$ cat src/logic/rip_pkg.sv
`default_nettype none

package rip_pkg;

    localparam int XLEN = 32;
    localparam int ADDR_WIDTH = 32;
    localparam int REG_ADDR_WIDTH = 5;
    localparam int STRB_WIDTH = XLEN / 8;

    // RV32I major opcodes
    localparam logic [6:0] OP_LUI = 7'b0110111;
    localparam logic [6:0] OP_OPIMM = 7'b0010011;
    localparam logic [6:0] OP_OP = 7'b0110011;
    localparam logic [6:0] OP_LOAD = 7'b0000011;
    localparam logic [6:0] OP_STORE = 7'b0100011;
    localparam logic [6:0] OP_BRANCH = 7'b1100011;
    localparam logic [6:0] OP_JAL = 7'b1101111;
    localparam logic [6:0] OP_SYSTEM = 7'b1110011;

    typedef enum logic [2:0] {
        ALU_ADD,
        ALU_SUB,
        ALU_AND,
        ALU_OR,
        ALU_XOR,
        ALU_SLT,
        ALU_PASSB
    } alu_op_t;

    localparam logic [1:0] RESP_OKAY = 2'b00;

    // Reported at ret_head for an unknown opcode
    localparam logic [XLEN-1:0] ILLEGAL_RESULT = '1;

endpackage : rip_pkg

`default_nettype wire
$ cat src/logic/rip_core.sv
`default_nettype none
`timescale 1ns / 1ps

module rip_core (
    input wire clk,
    input wire arst_n,
    input wire run,
    output logic busy,
    output logic fault,
    input wire [rip_pkg::ADDR_WIDTH-1:0] mem_head,
    input wire [rip_pkg::ADDR_WIDTH-1:0] ret_head,
    output logic [rip_pkg::ADDR_WIDTH-1:0] awaddr,
    output logic [7:0] awlen,
    output logic [2:0] awsize,
    output logic [1:0] awburst,
    output logic awvalid,
    input wire awready,
    output logic [rip_pkg::XLEN-1:0] wdata,
    output logic [rip_pkg::STRB_WIDTH-1:0] wstrb,
    output logic wlast,
    output logic wvalid,
    input wire wready,
    input wire [1:0] bresp,
    input wire bvalid,
    output logic bready,
    output logic [rip_pkg::ADDR_WIDTH-1:0] araddr,
    output logic [7:0] arlen,
    output logic [2:0] arsize,
    output logic [1:0] arburst,
    output logic arvalid,
    input wire arready,
    input wire [rip_pkg::XLEN-1:0] rdata,
    input wire [1:0] rresp,
    input wire rlast,
    input wire rvalid,
    output logic rready
);

    logic [rip_pkg::REG_ADDR_WIDTH-1:0] rs1_addr, rs2_addr, rd_addr;
    logic rf_we;
    logic [rip_pkg::XLEN-1:0] rf_wdata, rs1_data, rs2_data;
    rip_pkg::alu_op_t alu_op;
    logic [rip_pkg::XLEN-1:0] alu_a, alu_b, alu_y;
    logic alu_eq, alu_lt;
    logic rd_req, wr_req, done, err;
    logic [rip_pkg::ADDR_WIDTH-1:0] req_addr;
    logic [rip_pkg::XLEN-1:0] wr_data, rd_data;

    // Single beat, 4 bytes, INCR
    assign awlen = 8'd0;
    assign awsize = 3'b010;
    assign awburst = 2'b01;
    assign arlen = 8'd0;
    assign arsize = 3'b010;
    assign arburst = 2'b01;

    rip_control i_control (
        .clk(clk), .arst_n(arst_n), .run(run),
        .mem_head(mem_head), .ret_head(ret_head),
        .busy(busy), .fault(fault),
        .rs1_addr(rs1_addr), .rs2_addr(rs2_addr), .rd_addr(rd_addr),
        .rf_we(rf_we), .rf_wdata(rf_wdata),
        .rs1_data(rs1_data), .rs2_data(rs2_data),
        .alu_op(alu_op), .alu_a(alu_a), .alu_b(alu_b), .alu_y(alu_y),
        .alu_eq(alu_eq), .alu_lt(alu_lt),
        .rd_req(rd_req), .wr_req(wr_req), .req_addr(req_addr), .wr_data(wr_data),
        .done(done), .err(err), .rd_data(rd_data)
    );

    rip_regfile i_regfile (
        .clk(clk), .arst_n(arst_n),
        .rs1_addr(rs1_addr), .rs2_addr(rs2_addr), .rd_addr(rd_addr),
        .we(rf_we), .wdata(rf_wdata),
        .rs1_data(rs1_data), .rs2_data(rs2_data)
    );

    rip_alu i_alu (
        .op(alu_op), .a(alu_a), .b(alu_b), .y(alu_y), .eq(alu_eq), .lt(alu_lt)
    );

    rip_axi_master i_axi_master (
        .clk(clk), .arst_n(arst_n),
        .rd_req(rd_req), .wr_req(wr_req), .req_addr(req_addr), .wr_data(wr_data),
        .done(done), .err(err), .rd_data(rd_data),
        .awaddr(awaddr), .awvalid(awvalid), .awready(awready),
        .wdata(wdata), .wstrb(wstrb), .wlast(wlast), .wvalid(wvalid), .wready(wready),
        .bresp(bresp), .bvalid(bvalid), .bready(bready),
        .araddr(araddr), .arvalid(arvalid), .arready(arready),
        .rdata(rdata), .rresp(rresp), .rlast(rlast), .rvalid(rvalid), .rready(rready)
    );

endmodule : rip_core

`default_nettype wire

$ cat src/logic/rip_control.sv
`default_nettype none
`timescale 1ns / 1ps

module rip_control (
    input wire clk,
    input wire arst_n,
    input wire run,
    input wire [rip_pkg::ADDR_WIDTH-1:0] mem_head,
    input wire [rip_pkg::ADDR_WIDTH-1:0] ret_head,
    output logic busy,
    output logic fault,
    output logic [rip_pkg::REG_ADDR_WIDTH-1:0] rs1_addr,
    output logic [rip_pkg::REG_ADDR_WIDTH-1:0] rs2_addr,
    output logic [rip_pkg::REG_ADDR_WIDTH-1:0] rd_addr,
    output logic rf_we,
    output logic [rip_pkg::XLEN-1:0] rf_wdata,
    input wire [rip_pkg::XLEN-1:0] rs1_data,
    input wire [rip_pkg::XLEN-1:0] rs2_data,
    output rip_pkg::alu_op_t alu_op,
    output logic [rip_pkg::XLEN-1:0] alu_a,
    output logic [rip_pkg::XLEN-1:0] alu_b,
    input wire [rip_pkg::XLEN-1:0] alu_y,
    input wire alu_eq,
    input wire alu_lt,
    output logic rd_req,
    output logic wr_req,
    output logic [rip_pkg::ADDR_WIDTH-1:0] req_addr,
    output logic [rip_pkg::XLEN-1:0] wr_data,
    input wire done,
    input wire err,
    input wire [rip_pkg::XLEN-1:0] rd_data
);

    typedef enum logic [2:0] {
        S_IDLE,
        S_FETCH,
        S_EXEC,
        S_MEM,
        S_FINISH
    } state_t;

    state_t state;
    logic [rip_pkg::ADDR_WIDTH-1:0] pc;
    logic [rip_pkg::ADDR_WIDTH-1:0] pc_plus4;
    logic [rip_pkg::ADDR_WIDTH-1:0] next_pc;
    logic [rip_pkg::XLEN-1:0] ir;
    logic [6:0] opcode;
    logic [2:0] funct3;
    logic [rip_pkg::XLEN-1:0] imm_i, imm_s, imm_b, imm_u, imm_j;
    logic taken;

    assign opcode = ir[6:0];
    assign funct3 = ir[14:12];
    assign pc_plus4 = pc + 4;

    assign imm_i = {{20{ir[31]}}, ir[31:20]};
    assign imm_s = {{20{ir[31]}}, ir[31:25], ir[11:7]};
    assign imm_b = {{19{ir[31]}}, ir[31], ir[7], ir[30:25], ir[11:8], 1'b0};
    assign imm_u = {ir[31:12], 12'b0};
    assign imm_j = {{11{ir[31]}}, ir[31], ir[19:12], ir[20], ir[30:21], 1'b0};

    // ECALL returns x10
    assign rs1_addr = (opcode == rip_pkg::OP_SYSTEM) ? 5'd10 : ir[19:15];
    assign rs2_addr = ir[24:20];
    assign rd_addr = ir[11:7];

    assign alu_a = rs1_data;
    always_comb begin
        case (opcode)
            rip_pkg::OP_OP, rip_pkg::OP_BRANCH: alu_b = rs2_data;
            rip_pkg::OP_STORE: alu_b = imm_s;
            default: alu_b = imm_i;
        endcase
    end

    always_comb begin
        alu_op = rip_pkg::ALU_ADD;
        if (opcode == rip_pkg::OP_BRANCH) begin
            alu_op = rip_pkg::ALU_SUB;
        end else if (opcode == rip_pkg::OP_OP || opcode == rip_pkg::OP_OPIMM) begin
            case (funct3)
                3'b000: begin
                    alu_op = (opcode == rip_pkg::OP_OP && ir[30]) ? rip_pkg::ALU_SUB
                                                                  : rip_pkg::ALU_ADD;
                end
                3'b010: alu_op = rip_pkg::ALU_SLT;
                3'b100: alu_op = rip_pkg::ALU_XOR;
                3'b110: alu_op = rip_pkg::ALU_OR;
                3'b111: alu_op = rip_pkg::ALU_AND;
                default: alu_op = rip_pkg::ALU_ADD;
            endcase
        end
    end

    // funct3[0] inverts the condition
    assign taken = (funct3[2] ? alu_lt : alu_eq) ^ funct3[0];

    always_comb begin
        if (opcode == rip_pkg::OP_JAL) begin
            next_pc = pc + imm_j;
        end else if (opcode == rip_pkg::OP_BRANCH && taken) begin
            next_pc = pc + imm_b;
        end else begin
            next_pc = pc_plus4;
        end
    end

    always_comb begin
        if (state == S_MEM) begin
            rf_wdata = rd_data;
        end else if (opcode == rip_pkg::OP_LUI) begin
            rf_wdata = imm_u;
        end else if (opcode == rip_pkg::OP_JAL) begin
            rf_wdata = pc_plus4;
        end else begin
            rf_wdata = alu_y;
        end
    end

    assign rf_we = (state == S_EXEC && (opcode == rip_pkg::OP_LUI
                    || opcode == rip_pkg::OP_OPIMM || opcode == rip_pkg::OP_OP
                    || opcode == rip_pkg::OP_JAL))
                || (state == S_MEM && done && !err && opcode == rip_pkg::OP_LOAD);

    always_ff @(posedge clk or negedge arst_n) begin
        if (!arst_n) begin
            state <= S_IDLE;
            busy <= 1'b0;
            fault <= 1'b0;
            rd_req <= 1'b0;
            wr_req <= 1'b0;
            pc <= '0;
            ir <= '0;
            req_addr <= '0;
            wr_data <= '0;
        end else begin
            rd_req <= 1'b0;
            wr_req <= 1'b0;
            case (state)
                S_IDLE: begin
                    if (run) begin
                        busy <= 1'b1;
                        fault <= 1'b0;
                        pc <= mem_head;
                        rd_req <= 1'b1;
                        req_addr <= mem_head;
                        state <= S_FETCH;
                    end
                end
                S_FETCH: begin
                    if (done) begin
                        ir <= rd_data;
                        state <= S_EXEC;
                    end
                end
                S_EXEC: begin
                    case (opcode)
                        rip_pkg::OP_LOAD: begin
                            rd_req <= 1'b1;
                            req_addr <= alu_y;
                            state <= S_MEM;
                        end
                        rip_pkg::OP_STORE: begin
                            wr_req <= 1'b1;
                            req_addr <= alu_y;
                            wr_data <= rs2_data;
                            state <= S_MEM;
                        end
                        rip_pkg::OP_SYSTEM: begin
                            wr_req <= 1'b1;
                            req_addr <= ret_head;
                            wr_data <= rs1_data;
                            state <= S_FINISH;
                        end
                        rip_pkg::OP_LUI, rip_pkg::OP_OPIMM, rip_pkg::OP_OP,
                        rip_pkg::OP_JAL, rip_pkg::OP_BRANCH: begin
                            pc <= next_pc;
                            rd_req <= 1'b1;
                            req_addr <= next_pc;
                            state <= S_FETCH;
                        end
                        default: begin
                            wr_req <= 1'b1;
                            req_addr <= ret_head;
                            wr_data <= rip_pkg::ILLEGAL_RESULT;
                            state <= S_FINISH;
                        end
                    endcase
                end
                S_MEM: begin
                    if (done && !err) begin
                        pc <= pc_plus4;
                        rd_req <= 1'b1;
                        req_addr <= pc_plus4;
                        state <= S_FETCH;
                    end
                end
                S_FINISH: begin
                    if (done) begin
                        busy <= 1'b0;
                        state <= S_IDLE;
                    end
                end
                default: begin
                    state <= S_IDLE;
                end
            endcase
            // Bus error aborts from any wait state
            if (done && err) begin
                fault <= 1'b1;
                busy <= 1'b0;
                state <= S_IDLE;
            end
        end
    end

    a_one_req: assert property (@(posedge clk) disable iff (!arst_n)
        !(rd_req && wr_req));
    a_no_overlap: assert property (@(posedge clk) disable iff (!arst_n)
        (rd_req || wr_req) |=> !(rd_req || wr_req) until done);

endmodule : rip_control

`default_nettype wire

$ cat src/logic/rip_axi_master.sv
`default_nettype none
`timescale 1ns / 1ps

module rip_axi_master (
    input wire clk,
    input wire arst_n,
    input wire rd_req,
    input wire wr_req,
    input wire [rip_pkg::ADDR_WIDTH-1:0] req_addr,
    input wire [rip_pkg::XLEN-1:0] wr_data,
    output logic done,
    output logic err,
    output logic [rip_pkg::XLEN-1:0] rd_data,
    output logic [rip_pkg::ADDR_WIDTH-1:0] awaddr,
    output logic awvalid,
    input wire awready,
    output logic [rip_pkg::XLEN-1:0] wdata,
    output logic [rip_pkg::STRB_WIDTH-1:0] wstrb,
    output logic wlast,
    output logic wvalid,
    input wire wready,
    input wire [1:0] bresp,
    input wire bvalid,
    output logic bready,
    output logic [rip_pkg::ADDR_WIDTH-1:0] araddr,
    output logic arvalid,
    input wire arready,
    input wire [rip_pkg::XLEN-1:0] rdata,
    input wire [1:0] rresp,
    input wire rlast,
    input wire rvalid,
    output logic rready
);

    typedef enum logic [1:0] {
        S_IDLE,
        S_READ,
        S_WRITE
    } state_t;

    state_t state;
    logic [rip_pkg::ADDR_WIDTH-1:0] addr_q;

    // Full-word single beats only
    assign awaddr = addr_q;
    assign araddr = addr_q;
    assign wstrb = '1;
    assign wlast = 1'b1;
    assign rready = (state == S_READ);
    assign bready = (state == S_WRITE);

    always_ff @(posedge clk or negedge arst_n) begin
        if (!arst_n) begin
            state <= S_IDLE;
            awvalid <= 1'b0;
            wvalid <= 1'b0;
            arvalid <= 1'b0;
            done <= 1'b0;
            err <= 1'b0;
        end else begin
            done <= 1'b0;
            case (state)
                S_IDLE: begin
                    if (rd_req) begin
                        arvalid <= 1'b1;
                        state <= S_READ;
                    end else if (wr_req) begin
                        awvalid <= 1'b1;
                        wvalid <= 1'b1;
                        state <= S_WRITE;
                    end
                end
                S_READ: begin
                    if (arvalid && arready) begin
                        arvalid <= 1'b0;
                    end
                    if (rvalid) begin
                        done <= 1'b1;
                        err <= (rresp != rip_pkg::RESP_OKAY);
                        state <= S_IDLE;
                    end
                end
                S_WRITE: begin
                    // Address and data accepted independently
                    if (awvalid && awready) begin
                        awvalid <= 1'b0;
                    end
                    if (wvalid && wready) begin
                        wvalid <= 1'b0;
                    end
                    if (bvalid) begin
                        done <= 1'b1;
                        err <= (bresp != rip_pkg::RESP_OKAY);
                        state <= S_IDLE;
                    end
                end
                default: begin
                    state <= S_IDLE;
                end
            endcase
        end
    end

    always_ff @(posedge clk) begin
        if (state == S_IDLE && (rd_req || wr_req)) begin
            addr_q <= req_addr;
            wdata <= wr_data;
        end
        if (state == S_READ && rvalid) begin
            rd_data <= rdata;
        end
    end

    a_ar_hold: assert property (@(posedge clk) disable iff (!arst_n)
        arvalid && !arready |=> arvalid && $stable(araddr));
    a_aw_hold: assert property (@(posedge clk) disable iff (!arst_n)
        awvalid && !awready |=> awvalid && $stable(awaddr));
    a_w_hold: assert property (@(posedge clk) disable iff (!arst_n)
        wvalid && !wready |=> wvalid && $stable(wdata));
    a_rlast: assert property (@(posedge clk) disable iff (!arst_n)
        rvalid |-> rlast);

endmodule : rip_axi_master

`default_nettype wire

$ cat src/logic/rip_alu.sv
`default_nettype none
`timescale 1ns / 1ps

module rip_alu (
    input wire rip_pkg::alu_op_t op,
    input wire [rip_pkg::XLEN-1:0] a,
    input wire [rip_pkg::XLEN-1:0] b,
    output logic [rip_pkg::XLEN-1:0] y,
    output logic eq,
    output logic lt
);

    // Signed compare shared by SLT and branches
    assign lt = $signed(a) < $signed(b);
    assign eq = (a == b);

    always_comb begin
        case (op)
            rip_pkg::ALU_ADD: begin
                y = a + b;
            end
            rip_pkg::ALU_SUB: begin
                y = a - b;
            end
            rip_pkg::ALU_AND: begin
                y = a & b;
            end
            rip_pkg::ALU_OR: begin
                y = a | b;
            end
            rip_pkg::ALU_XOR: begin
                y = a ^ b;
            end
            rip_pkg::ALU_SLT: begin
                y = {{(rip_pkg::XLEN-1){1'b0}}, lt};
            end
            rip_pkg::ALU_PASSB: begin
                y = b;
            end
            default: begin
                y = '0;
            end
        endcase
    end

endmodule : rip_alu

`default_nettype wire

$ cat src/logic/rip_regfile.sv
`default_nettype none
`timescale 1ns / 1ps

module rip_regfile (
    input wire clk,
    input wire arst_n,
    input wire [rip_pkg::REG_ADDR_WIDTH-1:0] rs1_addr,
    input wire [rip_pkg::REG_ADDR_WIDTH-1:0] rs2_addr,
    input wire [rip_pkg::REG_ADDR_WIDTH-1:0] rd_addr,
    input wire we,
    input wire [rip_pkg::XLEN-1:0] wdata,
    output logic [rip_pkg::XLEN-1:0] rs1_data,
    output logic [rip_pkg::XLEN-1:0] rs2_data
);

    localparam int NUM_REGS = 2 ** rip_pkg::REG_ADDR_WIDTH;

    logic [rip_pkg::XLEN-1:0] regs [NUM_REGS];

    always_ff @(posedge clk or negedge arst_n) begin
        if (!arst_n) begin
            for (int i = 0; i < NUM_REGS; i++) begin
                regs[i] <= '0;
            end
        end else if (we && rd_addr != '0) begin
            regs[rd_addr] <= wdata;
        end
    end

    // x0 is reset and never written
    assign rs1_data = regs[rs1_addr];
    assign rs2_data = regs[rs2_addr];

    a_x0_zero: assert property (@(posedge clk) disable iff (!arst_n)
        (rs1_addr != '0 || rs1_data == '0) && (rs2_addr != '0 || rs2_data == '0));

endmodule : rip_regfile

`default_nettype wire

$ cat config.mk
export PLATFORM = sky130hd
export DESIGN_NAME = rip_core
export DESIGN_NICKNAME = d
export VERILOG_FILES = /design/src/logic/rip_pkg.sv /design/src/logic/rip_core.sv /design/src/logic/rip_control.sv /design/src/logic/rip_axi_master.sv /design/src/logic/rip_alu.sv /design/src/logic/rip_regfile.sv
export SDC_FILE = /design/constraint.sdc
export NUM_CORES = 2
export LEC_CHECK = 0
export ABC_AREA = 0
export BUFFER_PORTS_ARGS = -buffer_cell sky130_fd_sc_hd__buf_4
export CORE_MARGIN = 5
export CORE_UTILIZATION = 50
export CTS_CLUSTER_DIAMETER = 150
export DETAILED_ROUTE_END_ITERATION = 8
export GPL_ROUTABILITY_DRIVEN = 0
export PLACE_DENSITY = 0.66
export RECOVER_POWER = 25
export SLEW_MARGIN = 15
export SYNTH_ARGS = -nofsm -noshare
export SYNTH_HDL_FRONTEND = slang
export SYNTH_SLANG_ARGS = --single-unit
$ cat constraint.sdc
create_clock -name clk -period 9.57 [get_ports clk]
set_input_delay 0.4785 -clock clk [delete_from_list [all_inputs] [get_ports clk]]
set_output_delay 0.4785 -clock clk [all_outputs]
set_load 0.01 [all_outputs]
* After elaboration in Yosys (flattened, before gate mapping)
Cells that the tools add are included.
W data, S select, Z words.
** Storage, ports and cells
- Memories :: 0
- Logic and storage cells :: 230
- Bits in writable memories :: 0
- Output and inout port bits :: 134
- Flip-flop bits (word level) :: 1262
- Input bits :: 109
- ROM bits :: 0
- Latch bits :: 0
** Cells by class
- $add $sub $neg :: 5
- $mul :: 0
- Shift operators :: 0
- Divide/modulo/power cells :: 0
- Bitwise gates (word level) :: 8
- Muxes and demuxes :: 69
- Reduce and logical (&&, ||, !) cells :: 52
- Eq/ne operators :: 41
- $lt $le $gt $ge :: 5
** Operators by type and width (number)
- $bwmux W1024 :: 1
- $mux W32 :: 13
- $bmux W32 S5 :: 2
- $pmux W32 S3 :: 3
- $pmux W32 S7 :: 1
- $demux W32 S5 :: 1
- $pmux W32 S2 :: 2
- $add A32 B32 Y32 :: 3
- $add A32 B3 Y32 const B :: 1
- $and A32 B32 Y32 :: 1
- $eq A32 B32 Y1 :: 1
- $lt A32 B32 Y1 :: 1
- $or A32 B32 Y32 :: 1
- $sub A32 B32 Y32 :: 1
- $xor A32 B32 Y32 :: 1
- $pmux W3 S5 :: 2
- $mux W1 :: 23
- $eq A3 B3 Y1 const B :: 7
- $eq A7 B6 Y1 const B :: 3
- $eq A7 B7 Y1 const B :: 3
- $mux W3 :: 7
- $ge A6 B6 Y1 const B :: 3
- $not A5 Y6 :: 3
- $ne A2 B2 Y1 const B :: 8
- 33 further kinds :: 88

* Logic depth before layout (Yosys ltp)
- Depth after elaboration :: 14
- Mapped depth :: 34
- Gate-level depth less buffers :: 27

* Hierarchy
From an unflattened synthesis, not the netlist that was laid out.
** Second synthesis, totals
- Cells, all modules :: 7193
- Area, all modules :: 77445.5 µm²
** By module, submodules not included
- rip_regfile :: times used 1, cells each 4601, area an instance 55937.4 µm², seq. area each 25624.6 µm²
- rip_control :: times used 1, cells each 1568, area an instance 12119.1 µm², seq. area each 3378.2 µm²
- rip_alu :: times used 1, cells each 813, area an instance 5551.6 µm², seq. area each 0.0 µm²
- rip_axi_master :: times used 1, cells each 183, area an instance 3634.7 µm², seq. area each 3057.9 µm²
- rip_core :: times used 1, cells each 28, area an instance 202.7 µm², seq. area each 0.0 µm²

* Least setup slack after synthesis
OpenSTA, ideal clock, no wires.
- Kind :: reg2reg
- Start :: reg i_control.ir[20] (netlist name)
- End :: reg i_regfile.regs[121] (netlist name)
- Path buffers :: 6
- Setup time :: 133 ps
- Setup slack :: 2351 ps
- Data required time :: 9437 ps
- Period minus slack after synthesis :: 7219 ps
- Arrival time :: 7086 ps
- Stages on the path, launching flop included :: 28
- Path through :: dfrtp_1 buf_2 clkbuf_1 clkbuf_1 buf_1 clkbuf_1 mux4_2 mux4_2 mux2i_1 nor2_1 a221o_1 ha_1 a21o_1 a21o_1 a2111oi_0 o31ai_1 o311a_1 o21ai_0 a31oi_1 a21oi_1 o21a_1 nor3_1 a221o_1 nor3b_1 o211ai_1 o21ai_0 clkbuf_1 o21ai_0
** On the way
- Cells in the longest elaborated chain, start to end :: 11
- Elaborated cells between the ends (all ways) :: 15
- Classes of those cells :: add/sub (2); mux (9); bitwise (4)
** Ends and longest elaborated chain
- start, declared :: line rip_control.sv:46 : logic [rip_pkg::XLEN-1:0] ir;
- start signal, assigned :: line rip_control.sv:152 : ir <= rd_data;
- $not A5 Y6 (implied by the code) :: line rip_regfile.sv:32 : assign rs2_data = regs[rs2_addr];
- $bmux W32 S5 :: line rip_regfile.sv:32
- $mux W32 (implied by the code) (2 in series) :: line rip_regfile.sv:32
- $pmux W32 S2 (*) :: line rip_control.sv:69 : case (opcode)
- $sub A32 B32 Y32 (tied with other cells) :: line rip_alu.sv:23 : y = a - b;
- $pmux W32 S7 (*) :: line rip_alu.sv:18 : case (op)
- $mux W32 (*) :: line rip_control.sv:113 : end else if (opcode == rip_pkg::OP_JAL) begin
- $mux W32 (*) :: line rip_control.sv:111 : end else if (opcode == rip_pkg::OP_LUI) begin
- $mux W32 (*) :: line rip_control.sv:109 : if (state == S_MEM) begin
- $bwmux W1024 (*) :: line rip_regfile.sv:26 : regs[rd_addr] <= wdata;
- end signal, assigned by index :: line rip_regfile.sv:26
- end, declared :: line rip_regfile.sv:18 : logic [rip_pkg::XLEN-1:0] regs [NUM_REGS];
Mark *: on every way between the ends. The rest lies on a longest branch, timed or not. The select of a mux whose other input is x is not followed.
A chain may end at the register's enable or synchronous reset.

* Final worst setup path
- Start :: reg i_control.ir[4] (netlist name)
- End :: reg i_regfile.regs[537] (netlist name)
** On the way
- Cells in the longest elaborated chain, start to end :: 12
- Elaborated cells between the ends (all ways) :: 45
- Classes of those cells :: add/sub (2); eq/ne (14); mux (14); bitwise (4); reduce/logical (11)
** Ends and longest elaborated chain (line)
- $eq A7 B7 Y1 or $eq A7 B6 Y1 (tied branches)
- $mux W5 or $logic_and A1 B1 Y1 (tied branches) :: rip_control.sv:63, rip_control.sv:83
- $not A5 Y6 (implied by the code) or $mux W1 (tied branches) :: rip_regfile.sv:31, rip_control.sv:83
- $bmux W32 S5 or $pmux W3 S5 (tied branches) :: rip_regfile.sv:31, rip_control.sv:81
- $mux W32 (implied by the code) or $mux W3 (tied branches) :: rip_regfile.sv:31, rip_control.sv:80
- $mux W32 (implied by the code) or $mux W3 (tied branches) :: rip_regfile.sv:31, rip_control.sv:78
- $sub A32 B32 Y32 (tied with other cells) :: rip_alu.sv:23
- $pmux W32 S7 :: rip_alu.sv:18
- $mux W32 :: rip_control.sv:113
- $mux W32 :: rip_control.sv:111
- $mux W32 :: rip_control.sv:109
- $bwmux W1024 :: rip_regfile.sv:26
Parallel ways exist; a longest one is shown, timed or not. The select of a mux whose other input is x is not followed.

==> metrics.cfg <==
[critical_path]
worst_setup_path_end_kind = flop
crit_path_max_incr_delay_ns = 0.76
cp.arrival_ns = 9.78
crit_required_ns = 10.19
start_kind = flop
worstReg2RegStart = i_control.ir[4]$_DFFE_PN0P_
ff2ff_setup_slack_ns = 0.41
rr_endpoint = i_regfile.regs[537]$_DFFE_PN0P_
path_max_fanout = 31
crit_type = flop to flop
crit_slowest_cell = a2111oi_0
worst-r2r-cell-count = 26

[clocking]
cts_root_buf = clkbuf_16
cts.path.max_buffers = 3
cts_num_sinks = 1262
htreeDepth = 4
cts_tree = yes
post_cts_resized = 0
cts_buffers = 139
clk_latency_ns = 0.83
post_cts_buffers = 0
clk_pin_slew_ns = 0.08
postCtsHoldBufs = 64

[synthesis]
async_flop_share_pct = 92.4
syn-cell-area_sq_um = 74100
synthFlopType = dfrtp_1
yosysTopAreaCellShare_pct = 39.4
synthCells = 8203
synth_top_area_cell = dfrtp_1
syn_avg_cell_area_sq_um = 9.03
ys_types = 95
synth-seq-cells = 1262
ys_warn_count = 0
synth_edf_count = 96
synthTopCellsByArea = dfrtp_1 39%, mux4_2 8.8%, nand2_1 7.8%, o21ai_0 7.4%, edfxtp_1 3.9%
yosysSeqAreaShare_pct = 43.3

[worst_hold_path]
hold_start = rresp[0]
min_path_type = input port to flop
min_path_cells = 3
min_to = i_axi_master.err$_DFFE_PN0P_

[sta]
final.setup_skew_ns = 0.0466
report.final.slew_viol_count = 303
timing.final.crit_share_pct = 95.7
rsz0062_at_grt = no
fin_setup_tns_ns = 0
worst_pin_slew_ns = 5.19
slew_headroom_pct = -246
hold_viol = 0
finalCriticalPeriod_ns = 9.16
fmax_mhz = 109
setup_violations = 0

[finish]
register_area_sq_um = 32100
final_common_cell = nand2_1
drive_gt1_share_pct = 12.5
fin_nets = 8319
area_growth_pct = 11.1
final_cells = 10118
multi_input_area_sq_um = 38800
postLayoutCoreUtil_pct = 55.8
n_fill_cell = 13034
layout_common_cells = 1517 x nand2_1, 1158 x dfrtp_1, 1089 x o21ai_0

[run]
max-cap-violations = 5

[global_route]
grt_usage_pct = 36.3
grt_pass1_vias = 63703
grt_max_degree = 184
antenna_found_initial = 11
grt_overflow = 0
grt_pass1_wl_um = 425000

[status]
outcome = complete, but fails checks
violations = capacitance limit, slew limit

[placement]
portBuffers = 210
dp_hpwl_um = 179000
dpl.cell_count = 9795

[die]
num_rows = 141
pin_count = 243
initial_utilization_pct = 50.2
die_w_um = 395
core_sq_um = 147000
die_h_um = 395
die_area_sq_um = 156000

[power]
p_leak_nw = 34.2
irDropWorstVdd_v = 0.000460
power_density_nw_per_um2 = 374
p_total_mw = 30.8

[routing]
drcViolationCount = 0
drt_wl_total_um = 289000
wl_per_cell_um = 28.6
dr_total_vias = 67093
routed_via_density = 6.63
first_pass_iters = 9
drt_iter0_drc = 9643
ant_nets = 0

## power by group
part	switching (mW)	total (mW)	internal, mW
clock network	2.39	5.59	3.20
registers	0.794	6.69	5.89
logic	13.1	18.5	5.37
total	16.3	30.8	14.5
## worst max-delay path by stage
stage / cells after the start / end / startpoint
6_report: 26 / i_regfile.regs[537]$_DFFE_PN0P_ / i_control.ir[4]$_DFFE_PN0P_
5_1_grt: 24 / i_regfile.regs[441]$_DFFE_PN0P_ / i_control.ir[4]$_DFFE_PN0P_
4_1_cts: 24 / i_regfile.regs[825]$_DFFE_PN0P_ / i_control.ir[4]$_DFFE_PN0P_
2_1_floorplan: 27 / i_regfile.regs[121]$_DFFE_PN0P_ / i_control.ir[20]$_DFFE_PN0P_
3_3_place_gp: 24 / i_regfile.regs[473]$_DFFE_PN0P_ / i_control.ir[4]$_DFFE_PN0P_
3_5_place_dp: 24 / i_regfile.regs[697]$_DFFE_PN0P_ / i_control.ir[4]$_DFFE_PN0P_
## registers in the layout, indices dropped and copies added, names as in the netlist
register / count
i_axi_master.araddr: 32
i_axi_master.arvalid: 1
i_axi_master.awvalid: 1
i_axi_master.done: 1
i_axi_master.err: 1
i_axi_master.rd_data: 32
i_axi_master.state: 2
i_axi_master.wdata: 32
i_axi_master.wvalid: 1
i_control.busy: 1
i_control.fault: 1
i_control.ir: 32
i_control.pc: 32
i_control.rd_req: 1
i_control.req_addr: 32
i_control.state: 3
i_control.wr_data: 32
i_control.wr_req: 1
i_regfile.regs: 1024
## cell usage after synthesis (50+ instances only)
cell type,count
nand2_1,1543
nor3_1,85
o21ai_0,1093
nor2_1,647
inv_1,134
mux2_2,53
a31oi_1,89
a22oi_1,82
mux4_2,288
clkbuf_1,589
nor2b_1,50
nand3_1,194
o221ai_1,57
a211oi_1,108
o22ai_1,61
o211ai_1,85
ha_1,136
dfrtp_1,1166
buf_4,74
xnor2_1,54
edfxtp_1,96
buf_1,81
and3_1,60
mux2i_1,253
a21oi_1,503
## area by class of cell
class	instances	area share, %
Antenna cell	4	0.0122
Inverter	136	0.622
Tap cell	1930	2.93
Clock inverter	55	0.903
Clock buffer	200	4.82
Timing Repair Buffer	494	4.62
Multi-Input combinational cell	6037	47.1
Sequential cell	1262	39.0
## critical path: cells and delay by family, from the launching register on
kind	cells	cell delay (ns)
AND/OR/NAND/NOR	5	1.09
multiplexers	1	0.41
flip-flops	1	0.55
buffers and inverters	3	1.08
adder cells (fa/ha/maj)	1	0.31
AO/OA/AOI/OAI	16	5.45
## metrics by stage
step | cell area, sq um | hold WS (ns) | setup WS, ns
4_1_cts | 82700 | 0.00247 | 1.10
2_1_floorplan | 74200 | 0.183 | 2.35
6_report | 82300 | 0.0489 | 0.413
3_3_place_gp | 77300 | 0.381 | 1.26
3_5_place_dp | 77300 | 0.385 | 1.16
5_1_grt | 82300 | 0.0504 | 0.480
## metal layers
| metal | part of all wire (%) | routed length (um) | GRT usage, % |
|---|---|---|---|
| met5 | 0.018 | 52 | 0 |
| met2 | 42 | 123000 | 53.7 |
| met3 | 13 | 38200 | 10.5 |
| met4 | 6.9 | 20100 | 20.3 |
| met1 | 37 | 108000 | 48.1 |
## kinds of logic after synthesis
logic type	count (synthesis)	share of synthesized area (%)
and+or+nand+nor	2723	15.2
muxes	597	13.0
buffers and inverters	933	5.24
other	2	0.0101
AOI/OAI and AO/OA	2458	19.8
DFF	1262	43.3
adders and majority gates	141	2.42
xor gates and xnor gates	87	1.03
Note: power is estimated with default switching activity, not from simulation.
